$ cat config.mk
export PLATFORM = sky130hd
export DESIGN_NAME = exec_top
export DESIGN_NICKNAME = d
export VERILOG_FILES = /design/src/hdl/rv_exec_pkg.sv /design/src/hdl/alu.sv /design/src/hdl/branch_unit.sv /design/src/hdl/instr_decode.sv /design/src/hdl/execute_stage.sv /design/src/hdl/exec_top.sv
export VERILOG_INCLUDE_DIRS = /design/src /design/src/hdl
export SDC_FILE = /design/constraint.sdc
export NUM_CORES = 1
export LEC_CHECK = 0
export ABC_AREA = 1
export BUFFER_PORTS_ARGS = -buffer_cell sky130_fd_sc_hd__buf_4
export CAP_MARGIN = 10
export CELL_PAD_IN_SITES_DETAIL_PLACEMENT = 0
export CELL_PAD_IN_SITES_GLOBAL_PLACEMENT = 1
export CORE_ASPECT_RATIO = 1.25
export CORE_MARGIN = 8
export CORE_UTILIZATION = 35
export CTS_CLUSTER_SIZE = 10
export DETAILED_ROUTE_END_ITERATION = 10
export PLACE_DENSITY = 0.85
export SETUP_SLACK_MARGIN = 0.2
export SLEW_MARGIN = 20
export SYNTH_ARGS = -nofsm -noshare
export SYNTH_HDL_FRONTEND = slang
export SYNTH_SLANG_ARGS = --single-unit
$ cat constraint.sdc
create_clock -name clk -period 2.9 [get_ports clk]
set_input_delay 0.145 -clock clk [delete_from_list [all_inputs] [get_ports clk]]
set_output_delay 0.145 -clock clk [all_outputs]
set_load 0.03 [all_outputs]
$ cat src/hdl/rv_exec_config.svh
`ifndef RV_EXEC_CONFIG_SVH
`define RV_EXEC_CONFIG_SVH

// Data path and register file geometry
`define XLEN   32
`define REG_AW 5

// RV32I major opcodes, instr[6:0]
`define OPC_LOAD   7'b0000011
`define OPC_STORE  7'b0100011
`define OPC_BRANCH 7'b1100011
`define OPC_OP     7'b0110011
`define OPC_OP_IMM 7'b0010011
`define OPC_LUI    7'b0110111
`define OPC_AUIPC  7'b0010111
`define OPC_JAL    7'b1101111
`define OPC_JALR   7'b1100111

`endif

$ cat src/hdl/rv_exec_pkg.sv
`default_nettype none

`include "rv_exec_config.svh"

package rv_exec_pkg;

    typedef logic [`XLEN-1:0]   word_t;     // One data word
    typedef logic [`REG_AW-1:0] reg_addr_t; // Register index
    typedef logic [31:0]        instr_t;    // Raw instruction word

    // ALU operations
    typedef enum logic [3:0] {
        ALU_ADD,
        ALU_SUB,
        ALU_SLL,
        ALU_SLT,
        ALU_SLTU,
        ALU_XOR,
        ALU_SRL,
        ALU_SRA,
        ALU_OR,
        ALU_AND,
        ALU_PASS_B  // Result is operand b, used by LUI
    } alu_op_e;

    typedef enum logic [1:0] {OPA_RS1, OPA_PC, OPA_ZERO} op_a_sel_e;
    typedef enum logic [1:0] {OPB_RS2, OPB_IMM, OPB_FOUR} op_b_sel_e;

    // Control transfer kind, none for straight-line code
    typedef enum logic [3:0] {
        BR_NONE,
        BR_BEQ,
        BR_BNE,
        BR_BLT,
        BR_BGE,
        BR_BLTU,
        BR_BGEU,
        BR_JAL,
        BR_JALR
    } branch_kind_e;

    // Decoded instruction handed to execute
    typedef struct packed {
        word_t        pc;
        word_t        rs1_value;
        word_t        rs2_value;
        word_t        imm;
        alu_op_e      alu_op;
        op_a_sel_e    op_a_sel;
        op_b_sel_e    op_b_sel;
        branch_kind_e branch_kind;
        reg_addr_t    rd;
        logic         reg_write;
        logic         mem_read;
        logic         mem_write;
        logic         mem_to_reg;
    } id_ex_t;

    // Registered execute outcome for the memory stage
    typedef struct packed {
        word_t     alu_result;    // Also the memory address for loads and stores
        word_t     store_data;
        reg_addr_t rd;
        logic      reg_write;
        logic      mem_read;
        logic      mem_write;
        logic      mem_to_reg;
        logic      branch_taken;
        word_t     branch_target;
    } ex_mem_t;

endpackage

`default_nettype wire

$ cat src/hdl/alu.sv
`timescale 1ns/1ns
`default_nettype none

module alu (
    input  rv_exec_pkg::alu_op_e alu_op,
    input  rv_exec_pkg::word_t   a,
    input  rv_exec_pkg::word_t   b,
    output rv_exec_pkg::word_t   result,
    output logic                 zero,
    output logic                 lt,
    output logic                 ltu
);
    import rv_exec_pkg::*;

    logic [4:0] shamt;

    assign shamt = b[4:0];      // RV32I shifts use five bits only

    // Direct compares, immune to subtract overflow
    assign zero = (a == b);
    assign lt   = ($signed(a) < $signed(b));
    assign ltu  = (a < b);

    always_comb
    begin
        case (alu_op)
            ALU_ADD:    result = a + b;
            ALU_SUB:    result = a - b;
            ALU_SLL:    result = a << shamt;
            ALU_SLT:    result = word_t'(lt);   // Zero-extended flag
            ALU_SLTU:   result = word_t'(ltu);
            ALU_XOR:    result = a ^ b;
            ALU_SRL:    result = a >> shamt;
            ALU_SRA:    result = word_t'($signed(a) >>> shamt);
            ALU_OR:     result = a | b;
            ALU_AND:    result = a & b;
            ALU_PASS_B: result = b;
            default:    result = '0;
        endcase
    end

endmodule

`default_nettype wire

$ cat src/hdl/branch_unit.sv
`timescale 1ns/1ns
`default_nettype none

module branch_unit (
    input  rv_exec_pkg::branch_kind_e branch_kind,
    input  rv_exec_pkg::word_t        pc,
    input  rv_exec_pkg::word_t        imm,
    input  rv_exec_pkg::word_t        rs1_value,
    input  rv_exec_pkg::word_t        rs2_value,
    output logic                      taken,
    output rv_exec_pkg::word_t        target
);
    import rv_exec_pkg::*;

    logic  eq, lt_s, lt_u;
    word_t jalr_sum;

    // Own comparators, the ALU is busy forming pc + 4 on jumps
    assign eq   = (rs1_value == rs2_value);
    assign lt_s = ($signed(rs1_value) < $signed(rs2_value));
    assign lt_u = (rs1_value < rs2_value);

    assign jalr_sum = rs1_value + imm;

    always_comb
    begin
        case (branch_kind)
            BR_BEQ:  taken = eq;
            BR_BNE:  taken = !eq;
            BR_BLT:  taken = lt_s;
            BR_BGE:  taken = !lt_s;
            BR_BLTU: taken = lt_u;
            BR_BGEU: taken = !lt_u;
            BR_JAL,
            BR_JALR: taken = 1'b1;      // Unconditional
            default: taken = 1'b0;
        endcase
    end

    // JALR clears bit 0 of the computed address
    assign target = (branch_kind == BR_JALR) ? {jalr_sum[31:1], 1'b0} : pc + imm;

endmodule

`default_nettype wire

$ cat src/hdl/instr_decode.sv
`timescale 1ns/1ns
`default_nettype none

`include "rv_exec_config.svh"

module instr_decode (
    input  rv_exec_pkg::instr_t instr,
    input  rv_exec_pkg::word_t  pc,
    input  rv_exec_pkg::word_t  rs1_value,
    input  rv_exec_pkg::word_t  rs2_value,
    output rv_exec_pkg::id_ex_t dec
);
    import rv_exec_pkg::*;

    logic [6:0] opcode;
    logic [2:0] funct3;
    logic [6:0] funct7;
    word_t      imm_i, imm_s, imm_b, imm_u, imm_j;

    assign opcode = instr[6:0];
    assign funct3 = instr[14:12];
    assign funct7 = instr[31:25];

    // Sign-extended immediates, all formats built in parallel
    assign imm_i = {{20{instr[31]}}, instr[31:20]};
    assign imm_s = {{20{instr[31]}}, instr[31:25], instr[11:7]};
    assign imm_b = {{19{instr[31]}}, instr[31], instr[7], instr[30:25], instr[11:8], 1'b0};
    assign imm_u = {instr[31:12], 12'b0};
    assign imm_j = {{11{instr[31]}}, instr[31], instr[19:12], instr[20], instr[30:21], 1'b0};

    always_comb
    begin
        // Bubble unless an opcode below claims it
        dec             = '0;
        dec.pc          = pc;
        dec.rs1_value   = rs1_value;
        dec.rs2_value   = rs2_value;
        dec.alu_op      = ALU_ADD;
        dec.op_a_sel    = OPA_ZERO;
        dec.op_b_sel    = OPB_IMM;
        dec.branch_kind = BR_NONE;

        case (opcode)
            `OPC_OP:
            begin
                dec.op_a_sel  = OPA_RS1;
                dec.op_b_sel  = OPB_RS2;
                dec.reg_write = 1'b1;
                case (funct3)
                    3'b000:  dec.alu_op = funct7[5] ? ALU_SUB : ALU_ADD;
                    3'b001:  dec.alu_op = ALU_SLL;
                    3'b010:  dec.alu_op = ALU_SLT;
                    3'b011:  dec.alu_op = ALU_SLTU;
                    3'b100:  dec.alu_op = ALU_XOR;
                    3'b101:  dec.alu_op = funct7[5] ? ALU_SRA : ALU_SRL;
                    3'b110:  dec.alu_op = ALU_OR;
                    default: dec.alu_op = ALU_AND;
                endcase
            end
            `OPC_OP_IMM:
            begin
                dec.op_a_sel  = OPA_RS1;
                dec.imm       = imm_i;      // Shamt sits in the low five bits
                dec.reg_write = 1'b1;
                case (funct3)
                    3'b000:  dec.alu_op = ALU_ADD; // No subi in RV32I
                    3'b001:  dec.alu_op = ALU_SLL;
                    3'b010:  dec.alu_op = ALU_SLT;
                    3'b011:  dec.alu_op = ALU_SLTU;
                    3'b100:  dec.alu_op = ALU_XOR;
                    3'b101:  dec.alu_op = funct7[5] ? ALU_SRA : ALU_SRL;
                    3'b110:  dec.alu_op = ALU_OR;
                    default: dec.alu_op = ALU_AND;
                endcase
            end
            `OPC_LOAD:
            begin
                dec.op_a_sel   = OPA_RS1;
                dec.imm        = imm_i;     // Address = rs1 + offset
                dec.reg_write  = 1'b1;
                dec.mem_read   = 1'b1;
                dec.mem_to_reg = 1'b1;
            end
            `OPC_STORE:
            begin
                dec.op_a_sel  = OPA_RS1;
                dec.imm       = imm_s;
                dec.mem_write = 1'b1;
            end
            `OPC_BRANCH:
            begin
                dec.op_a_sel = OPA_RS1;
                dec.op_b_sel = OPB_RS2;
                dec.alu_op   = ALU_SUB;
                dec.imm      = imm_b;
                case (funct3)
                    3'b000:  dec.branch_kind = BR_BEQ;
                    3'b001:  dec.branch_kind = BR_BNE;
                    3'b100:  dec.branch_kind = BR_BLT;
                    3'b101:  dec.branch_kind = BR_BGE;
                    3'b110:  dec.branch_kind = BR_BLTU;
                    3'b111:  dec.branch_kind = BR_BGEU;
                    default: dec.branch_kind = BR_NONE; // 010/011 reserved
                endcase
            end
            `OPC_LUI:
            begin
                dec.alu_op    = ALU_PASS_B;
                dec.imm       = imm_u;
                dec.reg_write = 1'b1;
            end
            `OPC_AUIPC:
            begin
                dec.op_a_sel  = OPA_PC;
                dec.imm       = imm_u;
                dec.reg_write = 1'b1;
            end
            `OPC_JAL, `OPC_JALR:
            begin
                // Link value pc + 4 comes out of the ALU
                dec.op_a_sel    = OPA_PC;
                dec.op_b_sel    = OPB_FOUR;
                dec.imm         = (opcode == `OPC_JAL) ? imm_j : imm_i;
                dec.branch_kind = (opcode == `OPC_JAL) ? BR_JAL : BR_JALR;
                dec.reg_write   = 1'b1;
            end
            default:
            begin
            end
        endcase

        // rd only meaningful when something gets written back
        if (dec.reg_write)
            dec.rd = instr[11:7];
    end

endmodule

`default_nettype wire

$ cat src/hdl/execute_stage.sv
`timescale 1ns/1ns
`default_nettype none

module execute_stage (
    input  logic                 clk,
    input  logic                 rst,
    input  logic                 in_valid,
    output logic                 in_ready,
    input  rv_exec_pkg::id_ex_t  dec,
    output logic                 out_valid,
    input  logic                 out_ready,
    output rv_exec_pkg::ex_mem_t out_bus
);
    import rv_exec_pkg::*;

    word_t   op_a;
    word_t   op_b;
    word_t   alu_result;
    logic    br_taken;
    word_t   br_target;
    logic    accept;
    ex_mem_t next_bus;

    // Free slot, or the held item leaves this same edge
    assign in_ready = !out_valid || out_ready;
    assign accept   = in_valid && in_ready;

    // Operand A source
    always_comb
    begin
        case (dec.op_a_sel)
            OPA_RS1: op_a = dec.rs1_value;
            OPA_PC:  op_a = dec.pc;
            default: op_a = '0;     // LUI and bubbles
        endcase
    end

    // Operand B source
    always_comb
    begin
        case (dec.op_b_sel)
            OPB_RS2:  op_b = dec.rs2_value;
            OPB_FOUR: op_b = word_t'(4);    // Link address on jumps
            default:  op_b = dec.imm;
        endcase
    end

    alu u_alu (
        .alu_op (dec.alu_op),
        .a      (op_a),
        .b      (op_b),
        .result (alu_result),
        .zero   (),
        .lt     (),
        .ltu    ()
    );

    branch_unit u_branch (
        .branch_kind (dec.branch_kind),
        .pc          (dec.pc),
        .imm         (dec.imm),
        .rs1_value   (dec.rs1_value),
        .rs2_value   (dec.rs2_value),
        .taken       (br_taken),
        .target      (br_target)
    );

    // Outcome assembled from the same cycle's inputs, no stale control
    always_comb
    begin
        next_bus               = '0;
        next_bus.alu_result    = alu_result;
        next_bus.store_data    = dec.rs2_value;
        next_bus.rd            = dec.rd;
        next_bus.reg_write     = dec.reg_write;
        next_bus.mem_read      = dec.mem_read;
        next_bus.mem_write     = dec.mem_write;
        next_bus.mem_to_reg    = dec.mem_to_reg;
        next_bus.branch_taken  = br_taken;
        next_bus.branch_target = br_target;
    end

    // Single output slot
    always_ff @(posedge clk or posedge rst)
    begin
        if (rst)
        begin
            out_valid <= 1'b0;
            out_bus   <= '0;
        end
        else if (accept)
        begin
            out_valid <= 1'b1;
            out_bus   <= next_bus;
        end
        else if (out_ready)
        begin
            out_valid <= 1'b0;      // Drained, payload left as is
        end
    end

endmodule

`default_nettype wire

$ cat src/hdl/exec_top.sv
`timescale 1ns/1ns
`default_nettype none

module exec_top (
    input  logic                 clk,
    input  logic                 rst,
    input  logic                 in_valid,
    output logic                 in_ready,
    input  rv_exec_pkg::instr_t  instr,
    input  rv_exec_pkg::word_t   pc,
    input  rv_exec_pkg::word_t   rs1_value,
    input  rv_exec_pkg::word_t   rs2_value,
    output logic                 out_valid,
    input  logic                 out_ready,
    output rv_exec_pkg::ex_mem_t out_bus
);
    import rv_exec_pkg::*;

    id_ex_t dec;    // Decoded instruction, same cycle

    instr_decode u_decode (
        .instr     (instr),
        .pc        (pc),
        .rs1_value (rs1_value),
        .rs2_value (rs2_value),
        .dec       (dec)
    );

    // Handshake passes straight to the stage register
    execute_stage u_exec (
        .clk       (clk),
        .rst       (rst),
        .in_valid  (in_valid),
        .in_ready  (in_ready),
        .dec       (dec),
        .out_valid (out_valid),
        .out_ready (out_ready),
        .out_bus   (out_bus)
    );

endmodule

`default_nettype wire

# Word-level counts from Yosys, hierarchy flattened
# Cells that the tools add are included.
# Widths: inputs -> output; s select.
classes:
  add_sub_neg: 4
  n_lt_le_gt_ge: 4
  eq_ne: 37
  shift: 3
  muxes: 23
  n_bitwise: 3
  n_reduce_logical: 19
op_table:
  columns: ["cell", "n"]
  rows:
  - ["$pmux 32 s11", 1]
  - ["$pmux 32 s5", 1]
  - ["$lt 32x32->1", 4]
  - ["$pmux 32 s2", 2]
  - ["$add 32x32->32", 3]
  - ["$pmux 4 s7", 2]
  - ["$and 32x32->32", 1]
  - ["$eq 32x32->1", 1]
  - ["$eq 4x3->1 const B", 8]
  - ["$mux 32", 1]
  - ["$or 32x32->32", 1]
  - ["$shl 32x5->32", 1]
  - ["$shr 32x5->32", 1]
  - ["$sshr 32x5->32", 1]
  - ["$sub 32x32->32", 1]
  - ["$xor 32x32->32", 1]
  - ["$eq 7x6->1 const B", 3]
  - ["$eq 7x7->1 const B", 3]
  - ["$mux 20", 1]
  - ["$pmux 3 s6", 1]
  - ["$eq 4x2->1 const B", 4]
  - ["$eq 4x4->1 const B", 4]
  - ["$pmux 4 s4", 1]
  - ["$eq 7x5->1 const B", 2]
  - ["24 further kinds", 44]
totals:
  reg_bits: 106
  inputBits: 132
  output_inout_bits: 108
  elab_cells: 102

# Depth between registers and ports, before layout
# Gate-level depths: netlist of the first run.
depth:
  depth_word: 7
  ltp_mapped: 32
  depth_no_buf: 29

# By module
# From an unflattened synthesis of the first run, not the netlist that was laid out.
unflattened:
  hier_cells: 4087
  area_unflattened_um2: 22135.0
modules_own_cells:
  columns: ["module", "n_inst", "cells_per_inst", "area_per_inst_um2", "seq_area_each_um2"]
  rows:
  - ["alu", 1, 2154, 10262.3, 0.0]
  - ["execute_stage", 1, 676, 5071.1, 2677.6]
  - ["branch_unit", 1, 959, 5069.9, 0.0]
  - ["instr_decode", 1, 298, 1731.7, 0.0]

# Worst setup path after synthesis of the first run
# Ideal clock, no wire load.
synth_path:
  path_kind: "input -> register"
  start: "in instr[1]"
  end: "reg, netlist name u_exec.out_bus[102]"
  setup_time_ns: 0.117
  arrival_time_ns: 3.623
  required_time_ns: 2.783
  path_slack_ns: -0.840
  stages: 27
  path_buffers: 3
  path_cell_list: "nand2_1 -> nor2_4 -> nand2_1 -> nand3_1 -> nand2_1 -> o21ai_0 -> nand2_1 -> o21ai_1 -> inv_2 -> buf_2 -> buf_2 -> ha_1 -> clkbuf_1 -> inv_1 -> o21ai_0 -> inv_1 -> nand2_1 -> nand2_1 -> nand2_1 -> nand3_1 -> a21oi_1 -> o21bai_1 -> or2_2 -> nand3_1 -> nand3_1 -> nand2_1 -> nand2_1"
synth_via:
  elab_chain_cells: 7
  word_cells_on_any_way: 46
  classes_between: "add/sub (2); eq/ne (21); shift (3); mux (8); bitwise (3); reduce/logical (9)"
synth_rtl:
  columns: ["element", "line", "rtl"]
  rows:
  - ["start: declaration", "exec_top.sv:9", "input rv_exec_pkg::instr_t instr,"]
  - ["$eq 7x6->1, or another cell as far along", "instr_decode.sv:43", "case (opcode)"]
  - ["$reduce_or 5->1 (no source line), or another cell as far along", null, null]
  - ["$pmux 2 s2", "instr_decode.sv:43", null]
  - ["$eq 2x1->1, or another cell as far along", "execute_stage.sv:31", "case (dec.op_a_sel)"]
  - ["$pmux 32 s2, on equally long branches", "execute_stage.sv:31, execute_stage.sv:41", null]
  - ["$sub 32x32->32, or another cell as far along", "alu.sv:28", "ALU_SUB: result = a - b;"]
  - ["$pmux 32 s11 *", "alu.sv:26", "case (alu_op)"]
# Mark *: on every way between the ends. The rest lies on a longest branch, timed or not.
# A chain may end at the register's enable or synchronous reset.

# Worst setup path in the final report of the first run
layout_path:
  start: "in instr[4]"
  end: "reg, netlist name u_exec.out_bus[98]"
layout_via:
  elab_chain_cells: 7
  word_cells_on_any_way: 46
  classes_between: "add/sub (2); eq/ne (21); shift (3); mux (8); bitwise (3); reduce/logical (9)"
layout_rtl:
  columns: ["element", "line"]
  rows:
  - ["$eq 7x6->1, or another cell as far along", "instr_decode.sv:43"]
  - ["$reduce_or 5->1 (no source line), or another cell as far along", null]
  - ["$pmux 2 s2", "instr_decode.sv:43"]
  - ["$eq 2x1->1, or another cell as far along", "execute_stage.sv:31"]
  - ["$pmux 32 s2, on equally long branches", "execute_stage.sv:31, execute_stage.sv:41"]
  - ["$sub 32x32->32, or another cell as far along", "alu.sv:28"]
  - ["$pmux 32 s11 *", "alu.sv:26"]
# Marks and branches as above.

==> impl_metrics.env, run 1 <==
export IMPL_grt_pass1_wl_mm=173
export IMPL_overflow=0
export IMPL_grt_max_degree=128
export IMPL_clkTransAtPathRegs_ps=100
export IMPL_fillers=4810
export IMPL_grt_util_all_layers=0.361
export IMPL_outcome="complete, but fails checks"
export IMPL_hold_class="input pin to flop"
export IMPL_drc=0
export IMPL_ir_drop_v=0.000280
export IMPL_port_buffers=239
export IMPL_synthArstFlopShare=1.00
export IMPL_routed_wirelength_mm=123
export IMPL_layout_cells_non_filler=5342
export IMPL_cts_buffers=9
export IMPL_yosys_top_cells_area="nand2_1 (18%), dfrtp_1 (14%), ha_1 (12%)"
export IMPL_ys_seq_area_frac=0.137
export IMPL_synth_warnings=0
export IMPL_hold_viol=0
export IMPL_antenna_found_initial=6
export IMPL_netlist_area_um2=19300
export IMPL_fin_crit_ps=3270
export IMPL_crit_required_ps=3220
export IMPL_crit_path_start_kind="input pin"
export IMPL_fmax_ghz=0.306
export IMPL_coreArea_um2=54800
export IMPL_rsz0062_at_grt="true"
export IMPL_drtIter0Drc=2840
export IMPL_critical_path_arrival_ps=3590
export IMPL_finalSetupViolCount=36
export IMPL_regArea_um2=2650
export IMPL_hpwl_mm=95.9
export IMPL_die_area_um2=63000
export IMPL_gp_congestion=1.10
export IMPL_post_route_cell_area_um2=35400
export IMPL_cts_tree="built"
export IMPL_drt_pass1_iterations=6
export IMPL_syn2layout_area_growth_pct=83.2
export IMPL_vias_per_cell=5.61
export IMPL_fin_crit_sh=1.13
export IMPL_multi_input_area_um2=19000
export IMPL_start_util=0.353
export IMPL_wl_per_cell_um=23.0
export IMPL_ant_nets=0
export IMPL_ios=240
export IMPL_synth_edf_count=0
export IMPL_placed_cell_area_um2=29200
export IMPL_avgSynthCellArea_um2=5.74
export IMPL_netlist_instances=3367
export IMPL_tightest_slew_ps=1250
export IMPL_htree_levels=3
export IMPL_synth_nets=3693
export IMPL_synth_distinct_cells=58
export IMPL_end_kind="flop"
export IMPL_clock_root_buffer="clkbuf_16"
export IMPL_std_cell_rows=96
export IMPL_maxCapViolCount=0
export IMPL_reg2reg_depth=5
export IMPL_drive_above_1_share=0.480
export IMPL_postLayoutSetupSlackWorst_ps=-368
export IMPL_placed_cells=5164
export IMPL_synth_top_area_share=0.176
export IMPL_vias=30000
export IMPL_violations="negative setup slack"
export IMPL_grt_pass1_vias=29300
export IMPL_clk_latency_ps=420
export IMPL_slew_violations=0
export IMPL_synth_top_cell_by_area="nand2_1"
export IMPL_synth_main_ff_cell="dfrtp_1"
export IMPL_path_max_fanout=5
export IMPL_synth_seq_cells=106
export IMPL_clock_path_buffers=2
export IMPL_power_density_nw_per_um2=223
export IMPL_die_x_um=226
export IMPL_hold_depth=3
export IMPL_max_slew_margin=0.158
export IMPL_cts_sinks=106
export IMPL_skew_ps=9.96
export IMPL_die_y_um=279
export IMPL_p_leak_nw=18.3
export IMPL_final_net_count=4923
export IMPL_path_class="input pin to flop"
[cells in the final DEF, fill, tap and decap left out, drive strengths merged, types with 19 or more instances in the layout]
master,n
a21oi,282
a31oi,32
buf,1352
dfrtp,106
ha,190
inv,387
nand2,922
nand3,464
nand4,31
nor2,312
nor3,36
o211ai,30
o21ai,250
o22ai,19
or2,19
xor2,25
[layout make-up]
type,instances,share of cell area
Clock buffer,9,0.00636
Timing Repair Buffer,1355,0.311
Tap cell,735,0.0260
Antenna cell,5,0.000353
Multi-Input combinational cell,2738,0.536
Sequential cell,106,0.0749
Clock inverter,7,0.00223
Inverter,387,0.0431
[cell usage after synthesis, drive strengths merged (4+ instances only)]
cell     number
a31oi        32
nand3       463
nand2       922
o21bai       16
nand4        31
fa            4
a21oi       282
o21a         10
nor3         36
xnor2         6
a21o         14
inv         385
a211oi        5
or2          19
ha          190
buf          73
xor2         25
nor3b         4
clkbuf       64
o221ai        7
o31ai         4
dfrtp       106
o2111ai       9
o22ai        19
nor2        312
o211ai       30
a22oi        11
nand3b        6
o21ai       250
nor4         13
a21boi        6
[layer usage]
layer  wire length (um)  track usage  share of wire  vias to the layer above
met5                 11            0       0.000090                        -
met4              13700        0.324           0.11                        2
met3               9060       0.0612          0.074                      652
met2              57200        0.608           0.47                     1621
met1              43000        0.386           0.35                    13900
li1                   -            -              -                    13800
[stage by stage]
stage | setup WS, ps | power [W] | utilization | hold slack, ps | setup TNS, ps
final | -368 | 0.00789 | 0.646 | 53.0 | -7680
after global routing | -498 | 0.00819 | 0.646 | 59.3 | -12940
after CTS | -253 | 0.00741 | 0.600 | 39.7 | -3790
after detailed placement | -1240 | 0.00554 | 0.534 | 275 | -40580
after global placement | -1190 | 0.00552 | 0.534 | 278 | -38860
after floorplan | -287 | 0.00358 | - | 255 | -4490
[sequential cells by signal, summed over array words and instances, names as in the netlist]
signal	flops
u_exec.out_bus	105
u_exec.out_valid	1
[critical path: stages]
cell        delay [ps]
buf_8               80
clkinvlp_4         110
nand2_2            100
inv_2               60
o21ai_4            270
buf_6              180
inv_4               40
a22oi_2            300
inv_2              110
ha_4               180
fa_2               350
nand2_2            100
nand3_2             70
o21ai_2             80
inv_2               80
buf_4              160
nand3_4            100
nand3_4            100
buf_4              140
a21o_1             210
nor2_1             110
nor2_1              40
nand2_1            130
nand3_2            100
nor2_2              80
nand2_1             50
nand2_1             50
nand2_1             50
[report_power, final]
group / internal (W) / switching (W)
registers: 0.00165 / 0.000132
logic: 0.00198 / 0.00267
clock network: 0.000619 / 0.000837
[cells by family after synthesis]
kind of cell,share of synthesized area
xor+xnor,0.0141
compound gates,0.206
flops,0.137
simple gates,0.406
fa+ha+maj,0.127
buf+inv,0.109
[final timing paths]
kind	from	endpoint	slack, ps
worst min-delay path	rs2_value[1]	u_exec.out_bus[43]	50
worst max-delay path	instr[4]	u_exec.out_bus[98]	-370
min in group asynchronous	rst	u_exec.out_bus[29]	380
max in group asynchronous	rst	u_exec.out_bus[105]	1900
worst min register to register	u_exec.out_bus[81]	u_exec.out_bus[81]	480
worst max register to register	u_exec.out_valid	u_exec.out_bus[37]	940
[repair_timing]
item | 4_1_cts | 5_1_grt
endpoints found under the hold margin | 108 | 0
endpoints found under the setup margin | 54 | 55
resized for setup | 638 | 508
setup buffers | 89 | 62
hold buffers | 3 | 0
pin swaps | 198 | 270
cloned | 3 | 0
(Power assumes the default switching activity.)
==> inputs of run 2 (changes only) <==
Settings changed: CELL_PAD_IN_SITES_DETAIL_PLACEMENT 0 to not set, CELL_PAD_IN_SITES_GLOBAL_PLACEMENT 1 to not set, CORE_MARGIN 8 to not set, PLACE_DENSITY 0.85 to 0.65.
==> impl_metrics.env, run 2 (synthesis gave the netlist of run 1 again) <==
export IMPL_outcome="complete, but fails checks"
export IMPL_violations="negative setup slack"
export IMPL_dp_slack_ps=-1140
export IMPL_syn2layout_area_growth_pct=75.5
export IMPL_p_leak_nw=17.7
export IMPL_coreArea_um2=54200
export IMPL_power_frac_seq=0.230
export IMPL_switchingPower_w=0.00350
export IMPL_skew_ps=16.1
export IMPL_grt_pass1_wl_mm=169
export IMPL_maxCapViolCount=0
export IMPL_vias_per_cell=5.54
export IMPL_hold_class="input pin to flop"
export IMPL_ios=240
export IMPL_clock_root_buffer="clkbuf_16"
export IMPL_cts_sinks=106
export IMPL_fin_crit_sh=1.19
export IMPL_drc=0
export IMPL_fmax_ghz=0.291
export IMPL_path_max_fanout=7
export IMPL_antenna_found_initial=2
export IMPL_reg_top3="u_exec.out_bus: 105 flops, u_exec.out_valid: 1 flops"
export IMPL_fin_crit_ps=3440
export IMPL_internal_power_w=0.00425
export IMPL_cts_buffers=9
export IMPL_vias=29100
export IMPL_crit_end="u_exec.out_bus[90]"
export IMPL_clk_latency_ps=430
export IMPL_gp_congestion=1.08
export IMPL_slew_violations=0
export IMPL_htree_levels=3
export IMPL_crit_path_start_kind="input pin"
export IMPL_drtIter0Drc=2673
export IMPL_hpwl_mm=94.5
export IMPL_critPathSlowestCell="fa_2"
export IMPL_tightest_slew_ps=975
export IMPL_start_util=0.356
export IMPL_worstSetupStartpoint="instr[4]"
export IMPL_die_y_um=265
export IMPL_port_buffers=239
export IMPL_overflow=0
export IMPL_die_area_um2=56200
export IMPL_postLayoutSetupSlackWorst_ps=-538
export IMPL_reg2reg_depth=7
export IMPL_final_common_cell="buf_4"
export IMPL_reg2reg_to="u_exec.out_bus[41]"
export IMPL_die_x_um=212
export IMPL_routed_wirelength_mm=117
export IMPL_p_total_w=0.00776
export IMPL_wl_per_cell_um=22.2
export IMPL_cts_tree="built"
export IMPL_ant_nets=0
export IMPL_max_slew_margin=0.349
export IMPL_largest_register="u_exec.out_bus"
export IMPL_rsz0062_at_grt="true"
export IMPL_hold_viol=0
export IMPL_std_cell_rows=95
export IMPL_ir_drop_v=0.000296
export IMPL_diodes=0
export IMPL_finalSetupViolCount=37
export IMPL_grt_util_all_layers=0.405
export IMPL_crit_required_ps=3210
export IMPL_rr_startpoint="u_exec.out_valid"
export IMPL_r2r_slack_ps=870
export IMPL_final_net_count=4852
export IMPL_power_frac_comb=0.578
export IMPL_drive_above_1_share=0.454
export IMPL_max_stage_delay_ps=380
export IMPL_largest_reg_flops=105
export IMPL_grt_max_degree=128
export IMPL_clock_power_share=0.192
export IMPL_clkTransAtPathRegs_ps=90
export IMPL_grt_pass1_vias=28500
export IMPL_sw_frac_of_total=0.452
export IMPL_drt_pass1_iterations=8
export IMPL_critical_path_arrival_ps=3750
export IMPL_utilization=0.626
export IMPL_clock_path_buffers=2
export IMPL_end_kind="flop"
export IMPL_power_density_nw_per_um2=229
export IMPL_final_cell_mix="buf_4 (1175), nand2_1 (769), nand3_1 (371)"
export IMPL_path_class="input pin to flop"
## run 2: layer usage
| metal | vias up | share of wire | track usage |
|---|---|---|---|
| li1 | 13600 | - | - |
| met1 | 13700 | 0.37 | 0.453 |
| met2 | 1401 | 0.47 | 0.683 |
| met3 | 463 | 0.067 | 0.0522 |
| met4 | 4 | 0.097 | 0.334 |
| met5 | - | 0.00022 | 0 |
## run 2: stage by stage
step	setup TNS (ps)	hold WS (ps)	std cells	instance area, um2
2_1_floorplan	-4490	255	3367	19900
3_3_place_gp	-39710	369	5131	29100
3_5_place_dp	-41580	369	5131	29100
4_1_cts	-4720	43.8	5209	32100
5_1_grt	-15420	82.5	5258	33900
6_report	-10320	52.1	5258	33900
## run 2: power groups by stage
stage               Clock (W)  Sequential [W]  Combinational, W
finish                0.00149         0.00178           0.00448
global route          0.00154         0.00180           0.00473
CTS                   0.00151         0.00178           0.00408
detailed placement          0         0.00180           0.00367
global placement            0         0.00180           0.00366
floorplan                   0         0.00213           0.00145
## run 2: final cells by class
type / count / area [um2]
tap: 727 / 910
clock inverter: 6 / 77.6
clock buffer: 10 / 239
multi-input combinational: 2737 / 18300
sequential: 106 / 2650
timing repair buffer: 1285 / 10300
fill: 5110 / 20300
inverter: 387 / 1490
## run 2: worst min-delay path by stage
stage                  startpoint                  to  slack [ps]  cells after the start
floorplan            rs2_value[0]  u_exec.out_bus[42]         250                      2
global placement              rst  u_exec.out_bus[27]         370                      3
detailed placement            rst  u_exec.out_bus[30]         370                      3
CTS                  rs2_value[5]  u_exec.out_bus[47]          40                      3
global route         rs2_value[0]  u_exec.out_bus[42]          80                      4
finish              rs2_value[28]  u_exec.out_bus[70]          50                      3
## run 2: worst max-delay path, delay by kind of cell
family	cells	cell delay [ps]
buffers and inverters	8	940
AND/OR/NAND/NOR	10	1220
adder cells (fa/ha/maj)	2	570
AO/OA/AOI/OAI	6	870
## run 2: what timing repair did
| item | in CTS | in global routing |
|---|---|---|
| pin swaps | 172 | 149 |
| gates resized for setup | 545 | 362 |
| buffers inserted | 61 | 49 |
| endpoints found under the setup margin | 55 | 56 |
| endpoints found under the hold margin | 104 | 0 |
| hold buffers | 1 | 0 |
